### config.mk
export PLATFORM = sky130hd
export DESIGN_NAME = dhcp_rx_top
export DESIGN_NICKNAME = d
export VERILOG_FILES = /design/src/hdl/dhcp_rx_pkg.sv /design/src/hdl/dhcp_hdr_capture.sv /design/src/hdl/dhcp_opt_parser.sv /design/src/hdl/dhcp_rsp_queue.sv /design/src/hdl/dhcp_rx_top.sv
export VERILOG_INCLUDE_DIRS = /design/src /design/src/include
export SDC_FILE = /design/constraint.sdc
export NUM_CORES = 2
export LEC_CHECK = 0
export ABC_AREA = 1
export BUFFER_PORTS_ARGS = -buffer_cell sky130_fd_sc_hd__buf_2
export CORE_MARGIN = 2
export CORE_UTILIZATION = 30
export CTS_CLUSTER_DIAMETER = 120
export DETAILED_ROUTE_END_ITERATION = 8
export MAX_ROUTING_LAYER = met4
export PLACE_DENSITY_LB_ADDON = 0.12
export SYNTH_ARGS = -nofsm -noshare
export SYNTH_HDL_FRONTEND = slang
export SYNTH_SLANG_ARGS = --single-unit
### constraint.sdc
create_clock -name clk -period 24.4 [get_ports clk]
set_input_delay 4.88 -clock clk [delete_from_list [all_inputs] [get_ports clk]]
set_output_delay 4.88 -clock clk [all_outputs]
set_load 0.02 [all_outputs]
### src/include/dhcp_rx_consts.svh
`ifndef DHCP_RX_CONSTS_SVH
`define DHCP_RX_CONSTS_SVH

//////////////////////////////////////////////////
// udp ports and fixed header layout
//////////////////////////////////////////////////
`define DHCP_SRV_PORT             16'd67
`define DHCP_CLI_PORT             16'd68
`define DHCP_HDR_LEN              240 // options start at this byte index
`define DHCP_OFS_OP               0
`define DHCP_OFS_XID              4
`define DHCP_OFS_YIADDR           16
`define DHCP_OFS_SIADDR           20
`define DHCP_OFS_CHADDR           28
`define DHCP_OFS_COOKIE           236
`define DHCP_COOKIE               32'h63825363
`define DHCP_OP_REPLY             8'd2

//////////////////////////////////////////////////
// option codes
//////////////////////////////////////////////////
`define DHCP_OPT_PAD              8'd0
`define DHCP_OPT_SUBNET_MASK      8'd1
`define DHCP_OPT_ROUTER           8'd3
`define DHCP_OPT_DNS              8'd6
`define DHCP_OPT_HOSTNAME         8'd12
`define DHCP_OPT_DOMAIN_NAME      8'd15
`define DHCP_OPT_REQ_IP           8'd50
`define DHCP_OPT_LEASE_TIME       8'd51
`define DHCP_OPT_MSG_TYPE         8'd53
`define DHCP_OPT_SERVER_ID        8'd54
`define DHCP_OPT_RENEWAL_TIME     8'd58
`define DHCP_OPT_REBINDING_TIME   8'd59
`define DHCP_OPT_FQDN             8'd81
`define DHCP_OPT_END              8'd255

`define DHCP_OPT_PLD              4 // payload bytes kept per option
`define DHCP_RSP_DEPTH            4
`define DHCP_RSP_CREDITS          2

`endif

### src/hdl/dhcp_rx_pkg.sv
`include "dhcp_rx_consts.svh"

package dhcp_rx_pkg;

  //////////////////////////////////////////////////
  // input side
  //////////////////////////////////////////////////
  typedef struct packed {
    logic [7:0] dat;
    logic       val;
    logic       sof;
    logic       eof;
  } udp_strm_t;

  typedef struct packed {
    logic [15:0] src_port;
    logic [15:0] dst_port;
    logic [15:0] length;
  } udp_meta_t;

  //////////////////////////////////////////////////
  // decoded frame
  //////////////////////////////////////////////////
  typedef struct packed {
    logic [7:0]  op;
    logic [31:0] xid;
    logic [31:0] yiaddr;
    logic [31:0] siaddr;
    logic [47:0] chaddr;
  } dhcp_hdr_t;

  typedef enum logic [1:0] {
    opt_kind,
    opt_len,
    opt_data
  } dhcp_opt_field_t;

  typedef struct packed {
    logic msg_type;
    logic subnet_mask;
    logic router;
    logic dns;
    logic server_id;
    logic req_ip;
    logic lease_time;
    logic renewal_time;
    logic rebinding_time;
    logic hostname;
    logic domain_name;
    logic fqdn;
    logic end_opt; // set in every pushed record
  } dhcp_opt_pres_t;

  // the payload window is either an address or a time in seconds
  typedef union packed {
    logic [`DHCP_OPT_PLD-1:0][7:0] ipv4;
    logic [31:0]                   secs;
  } dhcp_opt_val_u;

  typedef struct packed {
    logic [7:0]  msg_type;
    logic [31:0] subnet_mask;
    logic [31:0] router;
    logic [31:0] dns;
    logic [31:0] server_id;
    logic [31:0] req_ip;
    logic [31:0] lease_time;
    logic [31:0] renewal_time;
    logic [31:0] rebinding_time;
    logic [7:0]  hostname_len;
    logic [7:0]  domain_name_len;
    logic [7:0]  fqdn_len;
  } dhcp_opt_hdr_t;

  typedef struct packed {
    dhcp_hdr_t      hdr;
    dhcp_opt_hdr_t  opt_hdr;
    dhcp_opt_pres_t opt_pres;
  } dhcp_rsp_t;

  typedef struct packed {
    logic [15:0] frames_ok;
    logic [15:0] frames_err;
    logic [15:0] frames_dropped;
  } dhcp_rx_stat_t;

endpackage : dhcp_rx_pkg

### src/hdl/dhcp_hdr_capture.sv
`timescale 1ns/10ps
`include "dhcp_rx_consts.svh"

module dhcp_hdr_capture (
  input  logic                   clk,
  input  logic                   fsm_rst,
  input  dhcp_rx_pkg::udp_strm_t strm,
  input  dhcp_rx_pkg::udp_meta_t meta,
  input  logic [31:0]            cli_xid,
  output dhcp_rx_pkg::udp_strm_t opt_strm,
  output logic                   opt_en,
  output dhcp_rx_pkg::dhcp_hdr_t hdr,
  output logic                   hdr_err,
  output logic                   frame_clr
);

  logic        rx_act; // frame from server to client port, eof not yet seen
  logic        hdr_ok; // header checks passed, options follow
  logic [15:0] byte_cnt;
  logic [15:0] idx;
  logic        port_ok;
  logic        take;
  logic        hdr_chk;
  logic        hdr_pass;
  logic [31:0] cookie;

  assign port_ok  = (meta.src_port == `DHCP_SRV_PORT) && (meta.dst_port == `DHCP_CLI_PORT);
  assign take     = strm.val && (strm.sof ? port_ok : rx_act);
  assign idx      = strm.sof ? 16'd0 : byte_cnt;
  assign hdr_chk  = take && (idx == `DHCP_HDR_LEN - 1);
  assign hdr_pass = (hdr.op == `DHCP_OP_REPLY) && (hdr.xid == cli_xid) &&
                    ({cookie[23:0], strm.dat} == `DHCP_COOKIE); // last cookie byte is on strm

  always_ff @(posedge clk) begin
    if (fsm_rst) begin
      rx_act    <= 1'b0;
      hdr_ok    <= 1'b0;
      byte_cnt  <= '0;
      opt_en    <= 1'b0;
      hdr_err   <= 1'b0;
      frame_clr <= 1'b0;
      opt_strm  <= '0;
    end
    else begin
      opt_strm  <= strm;
      frame_clr <= strm.val && strm.eof;
      opt_en    <= take && hdr_ok;
      // a header cut short by eof is reported like a failed check
      hdr_err   <= (hdr_chk && !hdr_pass) || (take && strm.eof && idx < `DHCP_HDR_LEN);
      if (hdr_chk && hdr_pass && !strm.eof) hdr_ok <= 1'b1;
      if (strm.val) byte_cnt <= idx + 16'd1;
      if (strm.val && strm.sof) rx_act <= port_ok;
      if (strm.val && strm.eof) begin
        rx_act <= 1'b0;
        hdr_ok <= 1'b0;
      end
    end
  end

  //////////////////////////////////////////////////
  // fixed field capture
  //////////////////////////////////////////////////
  always_ff @(posedge clk) begin
    if (frame_clr) cookie <= '0; // stale cookie must not pass a short next frame
    if (take) begin
      if (idx == `DHCP_OFS_OP) hdr.op <= strm.dat;
      if (idx >= `DHCP_OFS_XID && idx < `DHCP_OFS_XID + 4) begin
        hdr.xid <= {hdr.xid[23:0], strm.dat};
      end
      if (idx >= `DHCP_OFS_YIADDR && idx < `DHCP_OFS_YIADDR + 4) begin
        hdr.yiaddr <= {hdr.yiaddr[23:0], strm.dat};
      end
      if (idx >= `DHCP_OFS_SIADDR && idx < `DHCP_OFS_SIADDR + 4) begin
        hdr.siaddr <= {hdr.siaddr[23:0], strm.dat};
      end
      if (idx >= `DHCP_OFS_CHADDR && idx < `DHCP_OFS_CHADDR + 6) begin
        hdr.chaddr <= {hdr.chaddr[39:0], strm.dat};
      end
      if (idx >= `DHCP_OFS_COOKIE && idx < `DHCP_OFS_COOKIE + 4) begin
        cookie <= {cookie[23:0], strm.dat};
      end
    end
  end

  // the source must close every accepted frame before opening another
  a_sof_after_eof : assert property (
    @(posedge clk) disable iff (fsm_rst) (strm.val && strm.sof) |-> !rx_act
  );

endmodule : dhcp_hdr_capture

### src/hdl/dhcp_opt_parser.sv
`timescale 1ns/10ps
`include "dhcp_rx_consts.svh"

module dhcp_opt_parser (
  input  logic                   clk,
  input  logic                   fsm_rst,
  input  logic                   frame_clr,
  input  dhcp_rx_pkg::udp_strm_t opt_strm,
  input  logic                   opt_en,
  input  dhcp_rx_pkg::dhcp_hdr_t hdr,
  input  logic                   hdr_err,
  output logic                   rsp_push,
  output dhcp_rx_pkg::dhcp_rsp_t rsp,
  output logic                   frame_err
);

  dhcp_rx_pkg::dhcp_opt_field_t  opt_field;
  logic [7:0]                    cur_code;
  logic [7:0]                    opt_left; // payload bytes still to come
  logic [`DHCP_OPT_PLD-1:0][7:0] win;
  dhcp_rx_pkg::dhcp_opt_val_u    opt_val;
  dhcp_rx_pkg::dhcp_opt_hdr_t    opt_hdr;
  dhcp_rx_pkg::dhcp_opt_pres_t   opt_pres;
  logic                          done; // END seen, rest of frame is ignored
  logic                          byte_en;
  logic                          end_now;

  assign byte_en = opt_en && opt_strm.val && !done;
  assign end_now = byte_en && (opt_field == dhcp_rx_pkg::opt_kind) &&
                   (opt_strm.dat == `DHCP_OPT_END);
  assign opt_val = {win[`DHCP_OPT_PLD-2:0], opt_strm.dat}; // window including current byte

  //////////////////////////////////////////////////
  // kind / length / data machine
  //////////////////////////////////////////////////
  always_ff @(posedge clk) begin
    if (fsm_rst || frame_clr) begin
      opt_field <= dhcp_rx_pkg::opt_kind;
      cur_code  <= '0;
      opt_left  <= '0;
      win       <= '0;
      opt_hdr   <= '0;
      opt_pres  <= '0;
      done      <= 1'b0;
    end
    else if (byte_en) begin
      case (opt_field)
        dhcp_rx_pkg::opt_kind : begin
          win      <= '0; // short payloads end up right-aligned
          cur_code <= opt_strm.dat;
          case (opt_strm.dat)
            `DHCP_OPT_PAD : ;
            `DHCP_OPT_END : done <= 1'b1;
            default       : opt_field <= dhcp_rx_pkg::opt_len;
          endcase
          case (opt_strm.dat)
            `DHCP_OPT_MSG_TYPE       : opt_pres.msg_type       <= 1'b1;
            `DHCP_OPT_SUBNET_MASK    : opt_pres.subnet_mask    <= 1'b1;
            `DHCP_OPT_ROUTER         : opt_pres.router         <= 1'b1;
            `DHCP_OPT_DNS            : opt_pres.dns            <= 1'b1;
            `DHCP_OPT_SERVER_ID      : opt_pres.server_id      <= 1'b1;
            `DHCP_OPT_REQ_IP         : opt_pres.req_ip         <= 1'b1;
            `DHCP_OPT_LEASE_TIME     : opt_pres.lease_time     <= 1'b1;
            `DHCP_OPT_RENEWAL_TIME   : opt_pres.renewal_time   <= 1'b1;
            `DHCP_OPT_REBINDING_TIME : opt_pres.rebinding_time <= 1'b1;
            `DHCP_OPT_HOSTNAME       : opt_pres.hostname       <= 1'b1;
            `DHCP_OPT_DOMAIN_NAME    : opt_pres.domain_name    <= 1'b1;
            `DHCP_OPT_FQDN           : opt_pres.fqdn           <= 1'b1;
            default                  : ; // unknown codes are skipped by length
          endcase
        end
        dhcp_rx_pkg::opt_len : begin
          opt_left  <= opt_strm.dat;
          opt_field <= (opt_strm.dat == 8'd0) ? dhcp_rx_pkg::opt_kind : dhcp_rx_pkg::opt_data;
          case (cur_code)
            `DHCP_OPT_HOSTNAME    : opt_hdr.hostname_len    <= opt_strm.dat;
            `DHCP_OPT_DOMAIN_NAME : opt_hdr.domain_name_len <= opt_strm.dat;
            `DHCP_OPT_FQDN        : opt_hdr.fqdn_len        <= opt_strm.dat;
            default               : ;
          endcase
        end
        dhcp_rx_pkg::opt_data : begin
          win      <= opt_val.ipv4;
          opt_left <= opt_left - 8'd1;
          if (opt_left == 8'd1) begin
            opt_field <= dhcp_rx_pkg::opt_kind;
            case (cur_code)
              `DHCP_OPT_MSG_TYPE       : opt_hdr.msg_type       <= opt_val.ipv4[0];
              `DHCP_OPT_SUBNET_MASK    : opt_hdr.subnet_mask    <= opt_val.ipv4;
              `DHCP_OPT_ROUTER         : opt_hdr.router         <= opt_val.ipv4;
              `DHCP_OPT_DNS            : opt_hdr.dns            <= opt_val.ipv4;
              `DHCP_OPT_SERVER_ID      : opt_hdr.server_id      <= opt_val.ipv4;
              `DHCP_OPT_REQ_IP         : opt_hdr.req_ip         <= opt_val.ipv4;
              `DHCP_OPT_LEASE_TIME     : opt_hdr.lease_time     <= opt_val.secs;
              `DHCP_OPT_RENEWAL_TIME   : opt_hdr.renewal_time   <= opt_val.secs;
              `DHCP_OPT_REBINDING_TIME : opt_hdr.rebinding_time <= opt_val.secs;
              default                  : ;
            endcase
          end
        end
        default : opt_field <= dhcp_rx_pkg::opt_kind;
      endcase
    end
  end

  //////////////////////////////////////////////////
  // frame result
  //////////////////////////////////////////////////
  always_ff @(posedge clk) begin
    if (fsm_rst) begin
      rsp_push  <= 1'b0;
      frame_err <= 1'b0;
    end
    else begin
      rsp_push  <= end_now;
      frame_err <= hdr_err || (byte_en && opt_strm.eof && !end_now); // eof before END
    end
  end

  always_ff @(posedge clk) begin
    if (end_now) begin
      rsp.hdr              <= hdr;
      rsp.opt_hdr          <= opt_hdr;
      rsp.opt_pres         <= opt_pres;
      rsp.opt_pres.end_opt <= 1'b1;
    end
  end

  a_push_xor_err : assert property (
    @(posedge clk) disable iff (fsm_rst) !(rsp_push && frame_err)
  );

endmodule : dhcp_opt_parser

### src/hdl/dhcp_rsp_queue.sv
`timescale 1ns/10ps
`include "dhcp_rx_consts.svh"

module dhcp_rsp_queue (
  input  logic                       clk,
  input  logic                       fsm_rst,
  input  logic                       rsp_push,
  input  dhcp_rx_pkg::dhcp_rsp_t     rsp,
  input  logic                       frame_err,
  input  logic                       rsp_credit,
  output dhcp_rx_pkg::dhcp_rsp_t     rsp_out,
  output logic                       rsp_val,
  output dhcp_rx_pkg::dhcp_rx_stat_t stat
);

  localparam int DEPTH = `DHCP_RSP_DEPTH;
  localparam int AW    = $clog2(DEPTH);
  localparam int QW    = $clog2(DEPTH + 1);
  localparam int CW    = $clog2(`DHCP_RSP_CREDITS + 1);

  dhcp_rx_pkg::dhcp_rsp_t mem [DEPTH];
  logic [AW-1:0]          wr_ptr;
  logic [AW-1:0]          rd_ptr;
  logic [QW-1:0]          q_cnt;
  logic [CW-1:0]          credit_cnt;
  logic                   empty;
  logic                   full;
  logic                   pop;
  logic                   bypass;
  logic                   wr_en;
  logic                   rd_en;

  assign empty  = (q_cnt == '0);
  assign full   = (q_cnt == QW'(DEPTH));
  assign pop    = (credit_cnt != '0) && (!empty || rsp_push);
  assign bypass = empty && rsp_push && pop; // straight through, never stored
  assign wr_en  = rsp_push && !full && !bypass;
  assign rd_en  = pop && !empty;

  always_ff @(posedge clk) begin
    if (fsm_rst) begin
      wr_ptr     <= '0;
      rd_ptr     <= '0;
      q_cnt      <= '0;
      credit_cnt <= CW'(`DHCP_RSP_CREDITS);
      rsp_val    <= 1'b0;
      stat       <= '0;
    end
    else begin
      rsp_val <= pop;
      if (wr_en) wr_ptr <= wr_ptr + AW'(1);
      if (rd_en) rd_ptr <= rd_ptr + AW'(1);
      case ({wr_en, rd_en})
        2'b10   : q_cnt <= q_cnt + QW'(1);
        2'b01   : q_cnt <= q_cnt - QW'(1);
        default : ;
      endcase
      case ({pop, rsp_credit})
        2'b10   : credit_cnt <= credit_cnt - CW'(1);
        2'b01   : credit_cnt <= credit_cnt + CW'(1);
        default : ;
      endcase
      if (rsp_push && !full) stat.frames_ok      <= stat.frames_ok + 16'd1;
      if (rsp_push && full)  stat.frames_dropped <= stat.frames_dropped + 16'd1;
      if (frame_err)         stat.frames_err     <= stat.frames_err + 16'd1;
    end
  end

  always_ff @(posedge clk) begin
    if (wr_en) mem[wr_ptr] <= rsp;
    if (pop) rsp_out <= empty ? rsp : mem[rd_ptr];
  end

  // the consumer may only return credits it was given
  a_credit_range : assert property (
    @(posedge clk) disable iff (fsm_rst) credit_cnt <= CW'(`DHCP_RSP_CREDITS)
  );

  // equal pointers mean an empty queue unless the count says it is full
  a_no_empty_pop : assert property (
    @(posedge clk) disable iff (fsm_rst) rd_en |-> ((wr_ptr != rd_ptr) || full)
  );

endmodule : dhcp_rsp_queue

### src/hdl/dhcp_rx_top.sv
`timescale 1ns/10ps

module dhcp_rx_top (
  input  logic                       clk,
  input  logic                       fsm_rst,
  input  dhcp_rx_pkg::udp_strm_t     strm,
  input  dhcp_rx_pkg::udp_meta_t     meta,
  input  logic [31:0]                cli_xid,
  input  logic                       rsp_credit,
  output dhcp_rx_pkg::dhcp_rsp_t     rsp_out,
  output logic                       rsp_val,
  output dhcp_rx_pkg::dhcp_rx_stat_t stat
);

  dhcp_rx_pkg::udp_strm_t opt_strm;
  logic                   opt_en;
  dhcp_rx_pkg::dhcp_hdr_t hdr;
  logic                   hdr_err;
  logic                   frame_clr;
  logic                   rsp_push;
  dhcp_rx_pkg::dhcp_rsp_t rsp;
  logic                   frame_err;

  dhcp_hdr_capture dhcp_hdr_capture_inst (
    .clk       (clk),
    .fsm_rst   (fsm_rst),
    .strm      (strm),
    .meta      (meta),
    .cli_xid   (cli_xid),
    .opt_strm  (opt_strm),
    .opt_en    (opt_en),
    .hdr       (hdr),
    .hdr_err   (hdr_err),
    .frame_clr (frame_clr)
  );

  dhcp_opt_parser dhcp_opt_parser_inst (
    .clk       (clk),
    .fsm_rst   (fsm_rst),
    .frame_clr (frame_clr),
    .opt_strm  (opt_strm),
    .opt_en    (opt_en),
    .hdr       (hdr),
    .hdr_err   (hdr_err),
    .rsp_push  (rsp_push),
    .rsp       (rsp),
    .frame_err (frame_err)
  );

  dhcp_rsp_queue dhcp_rsp_queue_inst (
    .clk        (clk),
    .fsm_rst    (fsm_rst),
    .rsp_push   (rsp_push),
    .rsp        (rsp),
    .frame_err  (frame_err),
    .rsp_credit (rsp_credit),
    .rsp_out    (rsp_out),
    .rsp_val    (rsp_val),
    .stat       (stat)
  );

endmodule : dhcp_rx_top

Yosys cells after proc, flatten, opt, wreduce, memory -nomap -nowiden:

Memory sizes are Yosys's and may differ from the RTL's. A register that Yosys moved wholly into a read port is not among the register bits.
Index checks and enable logic that the tools add are counted.

* flip-flop bits (word level): 1523
* bits in writable memories: 1808
* input port bits: 94
* output and inout bits: 502
* memories kept: 1

* add/subtract/negate cells: 11
* magnitude comparators: 10
* eq/ne operators: 41
* multiplexer cells: 18
* reduce and logical (&&, ||, !) cells: 87

Memories
* dhcp_rsp_queue_inst.mem: depth 4, bits a word 452, read ports 1, clocked after Yosys merged registers in 1, write ports 1, line dhcp_rsp_queue.sv:21 `dhcp_rx_pkg::dhcp_rsp_t mem [DEPTH];`

Operators by type and width (number)
* 453-bit two-way mux: 1
* 8-bit by 6-bit equality test with 1-bit output (second input constant): 12
* 32-bit two-way mux: 3
* 16-bit by 1-bit adder with 16-bit output (second input constant): 4
* 3-bit AND reduction: 17
* 16-bit by 5-bit >= comparator with 1-bit output (second input constant): 3
* 24-bit case mux with 2 select lines: 1
* 4-bit AND reduction: 9
* 16-bit by 7-bit equality test with 1-bit output (second input constant): 2
* 32-bit by 31-bit equality test with 1-bit output (second input constant): 1
* 32-bit equality test: 1
* 8-bit by 4-bit equality test with 1-bit output (second input constant): 4
* 16-bit by 5-bit < comparator with 1-bit output (second input constant): 2
* 1-bit logical AND: 31
* 8-bit by 1-bit equality test with 1-bit output (second input constant): 3
* 8-bit by 2-bit equality test with 1-bit output (second input constant): 3
* 16-bit by 8-bit equality test with 1-bit output (second input constant): 1
* 8-bit by 3-bit equality test with 1-bit output (second input constant): 2
* 8-bit by 7-bit equality test with 1-bit output (second input constant): 2
* 16-bit by 3-bit >= comparator with 1-bit output (second input constant): 1
* 16-bit by 8-bit >= comparator with 1-bit output (second input constant): 1
* 16-bit logical NOT: 1
* 16-bit by 4-bit < comparator with 1-bit output (second input constant): 1
* 16-bit by 6-bit < comparator with 1-bit output (second input constant): 1
* 27 further kinds: 60

Logic depth before layout (Yosys ltp):

* depth after elaboration: 9
* gate-level depth with buffers: 12

Modules after synthesis:

Synthesis repeated with hierarchy kept, for this count alone.

* cell total of the unflattened synthesis: 9607
* area, all modules: 123523.5 sq um

Modules (own cells, without submodules)
* dhcp_rsp_queue: instances 1, cells an instance 6733, area an instance 88862.7 sq um
* dhcp_opt_parser: instances 1, cells an instance 2125, area an instance 26477.9 sq um
* dhcp_hdr_capture: instances 1, cells an instance 749, area an instance 8182.8 sq um

Worst setup path before layout:

No wires, ideal clock.

* path kind: reg2reg
* from: register, netlist name dhcp_hdr_capture_inst.opt_strm[9]
* to: register dhcp_opt_parser_inst.frame_err
* data arrival time: 21.636 ns
* data required time: 24.268 ns
* slack: 2.633 ns
* stages on the path, launching flop included: 9
* path buffers: 1
* period minus slack after synthesis: 21.767 ns
* path through: dfxtp_1 -> inv_1 -> clkbuf_1 -> nor3_1 -> nand2_1 -> nor2_1 -> inv_1 -> a31oi_1 -> nor2_1

* cells in the longest elaborated chain, start to end: 5

Ends and longest elaborated chain
* 8-bit equality test (no source line)
* 1-bit logical AND: line dhcp_opt_parser.sv:29 `assign end_now = byte_en && (opt_field == dhcp_rx_pkg::opt_kind) &&`
* net dhcp_opt_parser_inst.end_now: line dhcp_opt_parser.sv:26 `logic end_now;`
* 1-bit logical NOT: line dhcp_opt_parser.sv:116 `frame_err <= hdr_err || (byte_en && opt_strm.eof && !end_now);`
* 1-bit logical AND: line dhcp_opt_parser.sv:116
* 1-bit logical OR: line dhcp_opt_parser.sv:116
* to (signal assigned): line dhcp_opt_parser.sv:116
* to (decl): line dhcp_opt_parser.sv:14 `output logic frame_err`

The timed path passes the listed nets, and every way through them passes these cells.
A chain may end at the register's enable or synchronous reset.

Final worst setup path:

* from: input fsm_rst
* to: register dhcp_opt_parser_inst.opt_left[0]

* cells in the longest elaborated chain, start to end: 1

Ends and longest elaborated chain
* from (decl): line dhcp_rx_top.sv:5 `input logic fsm_rst,`
* 1-bit logical OR: line dhcp_opt_parser.sv:37 `if (fsm_rst || frame_clr) begin`
* to (signal assigned): line dhcp_opt_parser.sv:73 `opt_left <= opt_strm.dat;`
* to (signal assigned): line dhcp_opt_parser.sv:84 `opt_left <= opt_left - 8'd1;`
* to (decl): line dhcp_opt_parser.sv:19 `logic [7:0] opt_left;`

Every way passes these cells.

==> impl_results.md <==
* Slew headroom at 16.2%
* H-tree Lvls at 5
* DIE HEIGHT at 641 um
* Iter 0 DRT Violations at about 5.3k
* Maxcap violations at 0
* Post-detail-place hpwl at 198000 um
* Final Cell Area at 0.143 mm^2
* M1 GR Usage at between 20% and 30%
* Req. time, crit path at roughly 25 ns
* Placed cell area at around 0.13 mm^2
* Critical path class: input port to flop
* Largest net degree at the start of global routing at 202
* Clk root buf: clkbuf_16
* Synth Cell Area at 0.122 mm^2
* Slowest-stage cell, CP: buf_4
* Internal at 10600 uW
* Fraction of synthesized area in multiplexers at 0%
* Met3 GRT Util at 2.41%
* Fin Clk Skew at about 0.056 ns
* Initial Utilization at a little under a third
* RSZ-0062 raised after global routing: false
* Max-slew violations at 0
* Die width at 641 um
* CTS hold repair buffers at 0
* Cell mode on critical path: buf_4
* Startpoint Class: input port
* Drt drc at 0
* Seq cells post-synth at roughly 3.3k
* Nets@finish at 9941
* Fin crit period at approximately 6.9 ns
* CTS Buf Count at approximately 380
* Switching share of power at 30.4%
* VDD IR max at 0.118 mV
* Gr usage total at approximately 18%
* Post-synth EDFFs at 2864
* Wire per inst at 23.2 um
* Critical path data arrival time at 7.74 ns
* Core area at 0.403 mm^2
* First-pass detailed-route iteration total at 6
* Asr flop ratio synth at 0%
* Initial antenna violation count at 51
* Setup Slack @ Placement at 16.55 ns
* Synth area leader: edfxtp_1
* TritonCTS clock tree: yes
* Final GP Congestion at between 0.7 and 0.8
* Clock Sinks at 3324
* Clk pwr share at a little under two fifths
* Via/cell ratio at 4.71
* Period utilization at 28.2%
* Post-synth top area share at 70.7%
* NetSw at 4640 uW
* Main combinational cell family by area after synthesis: compound AO/OA/AOI/OAI gates
* LEAKAGE at 0.0434 uW
* Seq/Total Area, Yosys at between 70% and 80%
* PD cells at 107 mW/mm^2
* Avg Cell Area, Syn at roughly 13 um^2
* Syn Inst Count at roughly 9k
* Simple-gate portion of the synthesized area at 9.00%
* Buf/Inv on CP at 3
* Fin. Hold Viols at 0
* Num rows at 233
* Postcts setup bufs at 0
* Adder-Cell Fraction of Synth Area at less than 1%
* XOR/XNOR Fraction of Synth Area at less than 1%
* Post-synthesis compound-gate area fraction at 9.40%
* Met2 Use GR at between 20% and 30%
* Critical path capture point type: flop
* Dpl cells at roughly 15k
* I/O pin count at 596
* DRT antenna net count at 0
* Synth top area cells: edfxtp_1 (71%), nor2_1 (7.7%), dfxtp_1 (7.6%), o21ai_0 (4.9%), a31oi_1 (2.4%)
* Die area at 0.410 mm^2
* Global-route wire length before repair at ~520000 um
* Resize count post-CTS at 0
* Aggregate negative setup slack at 0 ns
* Max frequency at ~150 MHz
* Number of setup violations in the final report at 0
* Setup WS post-layout at 17.53 ns
* Clk_lat worst skew at 0.96 ns
* Status: completed
* Buffers added on ports at about 580
* Drt total wl at 362000 um
* Worst slew pin tran at ~1.3 ns
* Sequential fraction of design power at 44.5%
* Min-delay worst type: flop to flop
* Global route hottest layer: met2
* Worst-path maximum fanout at just over 60
* CP Cell Sequence: buf_2 > nor2_4 > buf_4 > buf_4 > o21ai_0 > a31oi_1
* Area growth syn-to-layout at 17.7%
* Clock slew seen by the registers of the worst setup and hold paths at 0.06 ns
* Vias in the first global route at 72.3k
* Non-Filler Instances at 15.6k
* Yosys warning total at 0
* Vias at between 70k and 80k
* Combinational group share of total power at between 10% and 20%
* Post-Synthesis Net Count at 9384
* Share of cells above drive strength 1 at around an eighth
* Maximum buffer depth of the clock tree at 4
* GRT overflow at 0
* Top cell family by delay on the critical path: buffers and inverters
* Slowest cell delay on critical path at 0.77 ns
* Synth unique cells at 45
* Tot Pwr at 15300 uW
* Synth Flop Type: edfxtp_1
==> registers in the layout, summed over array words and instances, names as in the netlist, 2 cells and up, named ones only <==
signal                          flops
dhcp_opt_parser_inst.opt_pres      12
dhcp_hdr_capture_inst.opt_strm     10
dhcp_hdr_capture_inst.byte_cnt     16
dhcp_rsp_queue_inst.rd_ptr          2
dhcp_opt_parser_inst.opt_field      2
dhcp_rsp_queue_inst.mem          1808
dhcp_rsp_queue_inst.wr_ptr          2
dhcp_opt_parser_inst.cur_code       8
dhcp_opt_parser_inst.rsp          452
dhcp_rsp_queue_inst.credit_cnt      2
dhcp_hdr_capture_inst.cookie       24
dhcp_rsp_queue_inst.q_cnt           3
dhcp_opt_parser_inst.opt_val       24
dhcp_opt_parser_inst.opt_left       8
dhcp_rsp_queue_inst.rsp_out       452
dhcp_opt_parser_inst.opt_hdr      288
dhcp_rsp_queue_inst.stat           48
dhcp_hdr_capture_inst.hdr         152
==> worst register-to-register path: cells and delay by family (launching register included) <==
kind | cells | cell delay, ns
flops | 1 | 0.88
buf+inv | 6 | 3.26
simple gates | 3 | 0.85
==> area by class of cell <==
type                       count  area, um^2
tap                         5405        6760
inverter                     406        1550
clock buffer                 479       10300
sequential                  3324       95200
clock inverter               224        2360
fill                       38700      260000
multi-input combinational   5016       22900
antenna                       25        62.6
timing repair buffer         705        4000
==> power groups by stage <==
stage	Combinational [uW]	Sequential [uW]	Clock, uW
finish	2710	6800	5770
floorplan	1270	7370	0
CTS	2810	6830	5940
detailed placement	2800	6940	0
global placement	2780	6940	0
global route	2970	6840	6150
==> final timing paths <==
path	start	endpoint	slack (ns)	cells after the start
setup / recovery	fsm_rst	dhcp_opt_parser_inst.opt_left[0]	17.53	6
hold / removal	dhcp_opt_parser_inst.opt_hdr[253]	dhcp_opt_parser_inst.rsp[266]	0.37	0
setup reg to reg	dhcp_hdr_capture_inst.opt_strm[10]	dhcp_opt_parser_inst.rsp[389]	18.97	9
hold reg to reg	dhcp_opt_parser_inst.opt_hdr[253]	dhcp_opt_parser_inst.rsp[266]	0.37	0
==> metal layers <==
metal,part of all wire (%),wire length [um],vias to the layer above
met1,44,159000,36800
met4,2.4,8830,0
met3,4.6,16600,449
met5,0,0,-
met2,49,177000,1791
li1,-,-,34300
==> stage by stage <==
| stage | hold slack (ns) | util [%] |
|---|---|---|
| global route | 0.405 | 35.5 |
| global placement | 0.402 | 32.4 |
| CTS | 0.372 | 35.5 |
| detailed placement | 0.406 | 32.4 |
| floorplan | 0.400 | - |
| finish | 0.372 | 35.5 |
==> cell usage in the layout, fill, tap and decap left out, types with 76 or more instances in the layout <==
master | netlist | layout
a21oi_1 | 365 | 365
nor2_1 | 2479 | 2473
o21ai_0 | 1193 | 1193
inv_1 | 398 | 395
o21ai_1 | 82 | 82
nand2_1 | 198 | 197
buf_2 | 21 | 578
a31oi_1 | 462 | 462
buf_4 | 8 | 115
dfxtp_1 | 460 | 450
clkbuf_16 | 0 | 386
edfxtp_1 | 2864 | 2864
clkinv_1 | 5 | 76
clkinv_2 | 0 | 79
==> cell usage after synthesis (44+ instances only) <==
library cell  instances
nand2_1             198
clkbuf_1            450
buf_1                48
o21ai_0            1193
a21oi_1             365
inv_1               398
nor3_1               44
dfxtp_1             460
o21ai_1              82
nor2_1             2479
edfxtp_1           2864
a31oi_1             462
nand3_1              44
==> logic make-up (layout without fill, tap and decap cells) <==
kind of cell	after synthesis	after routing
other cells	1	26
simple gates	2823	2823
xor+xnor	24	24
compound gates	2151	2151
buf+inv	933	1814
fa+ha+maj	17	17
flops	3324	3324
Note: power is estimated with default switching activity, not from simulation.
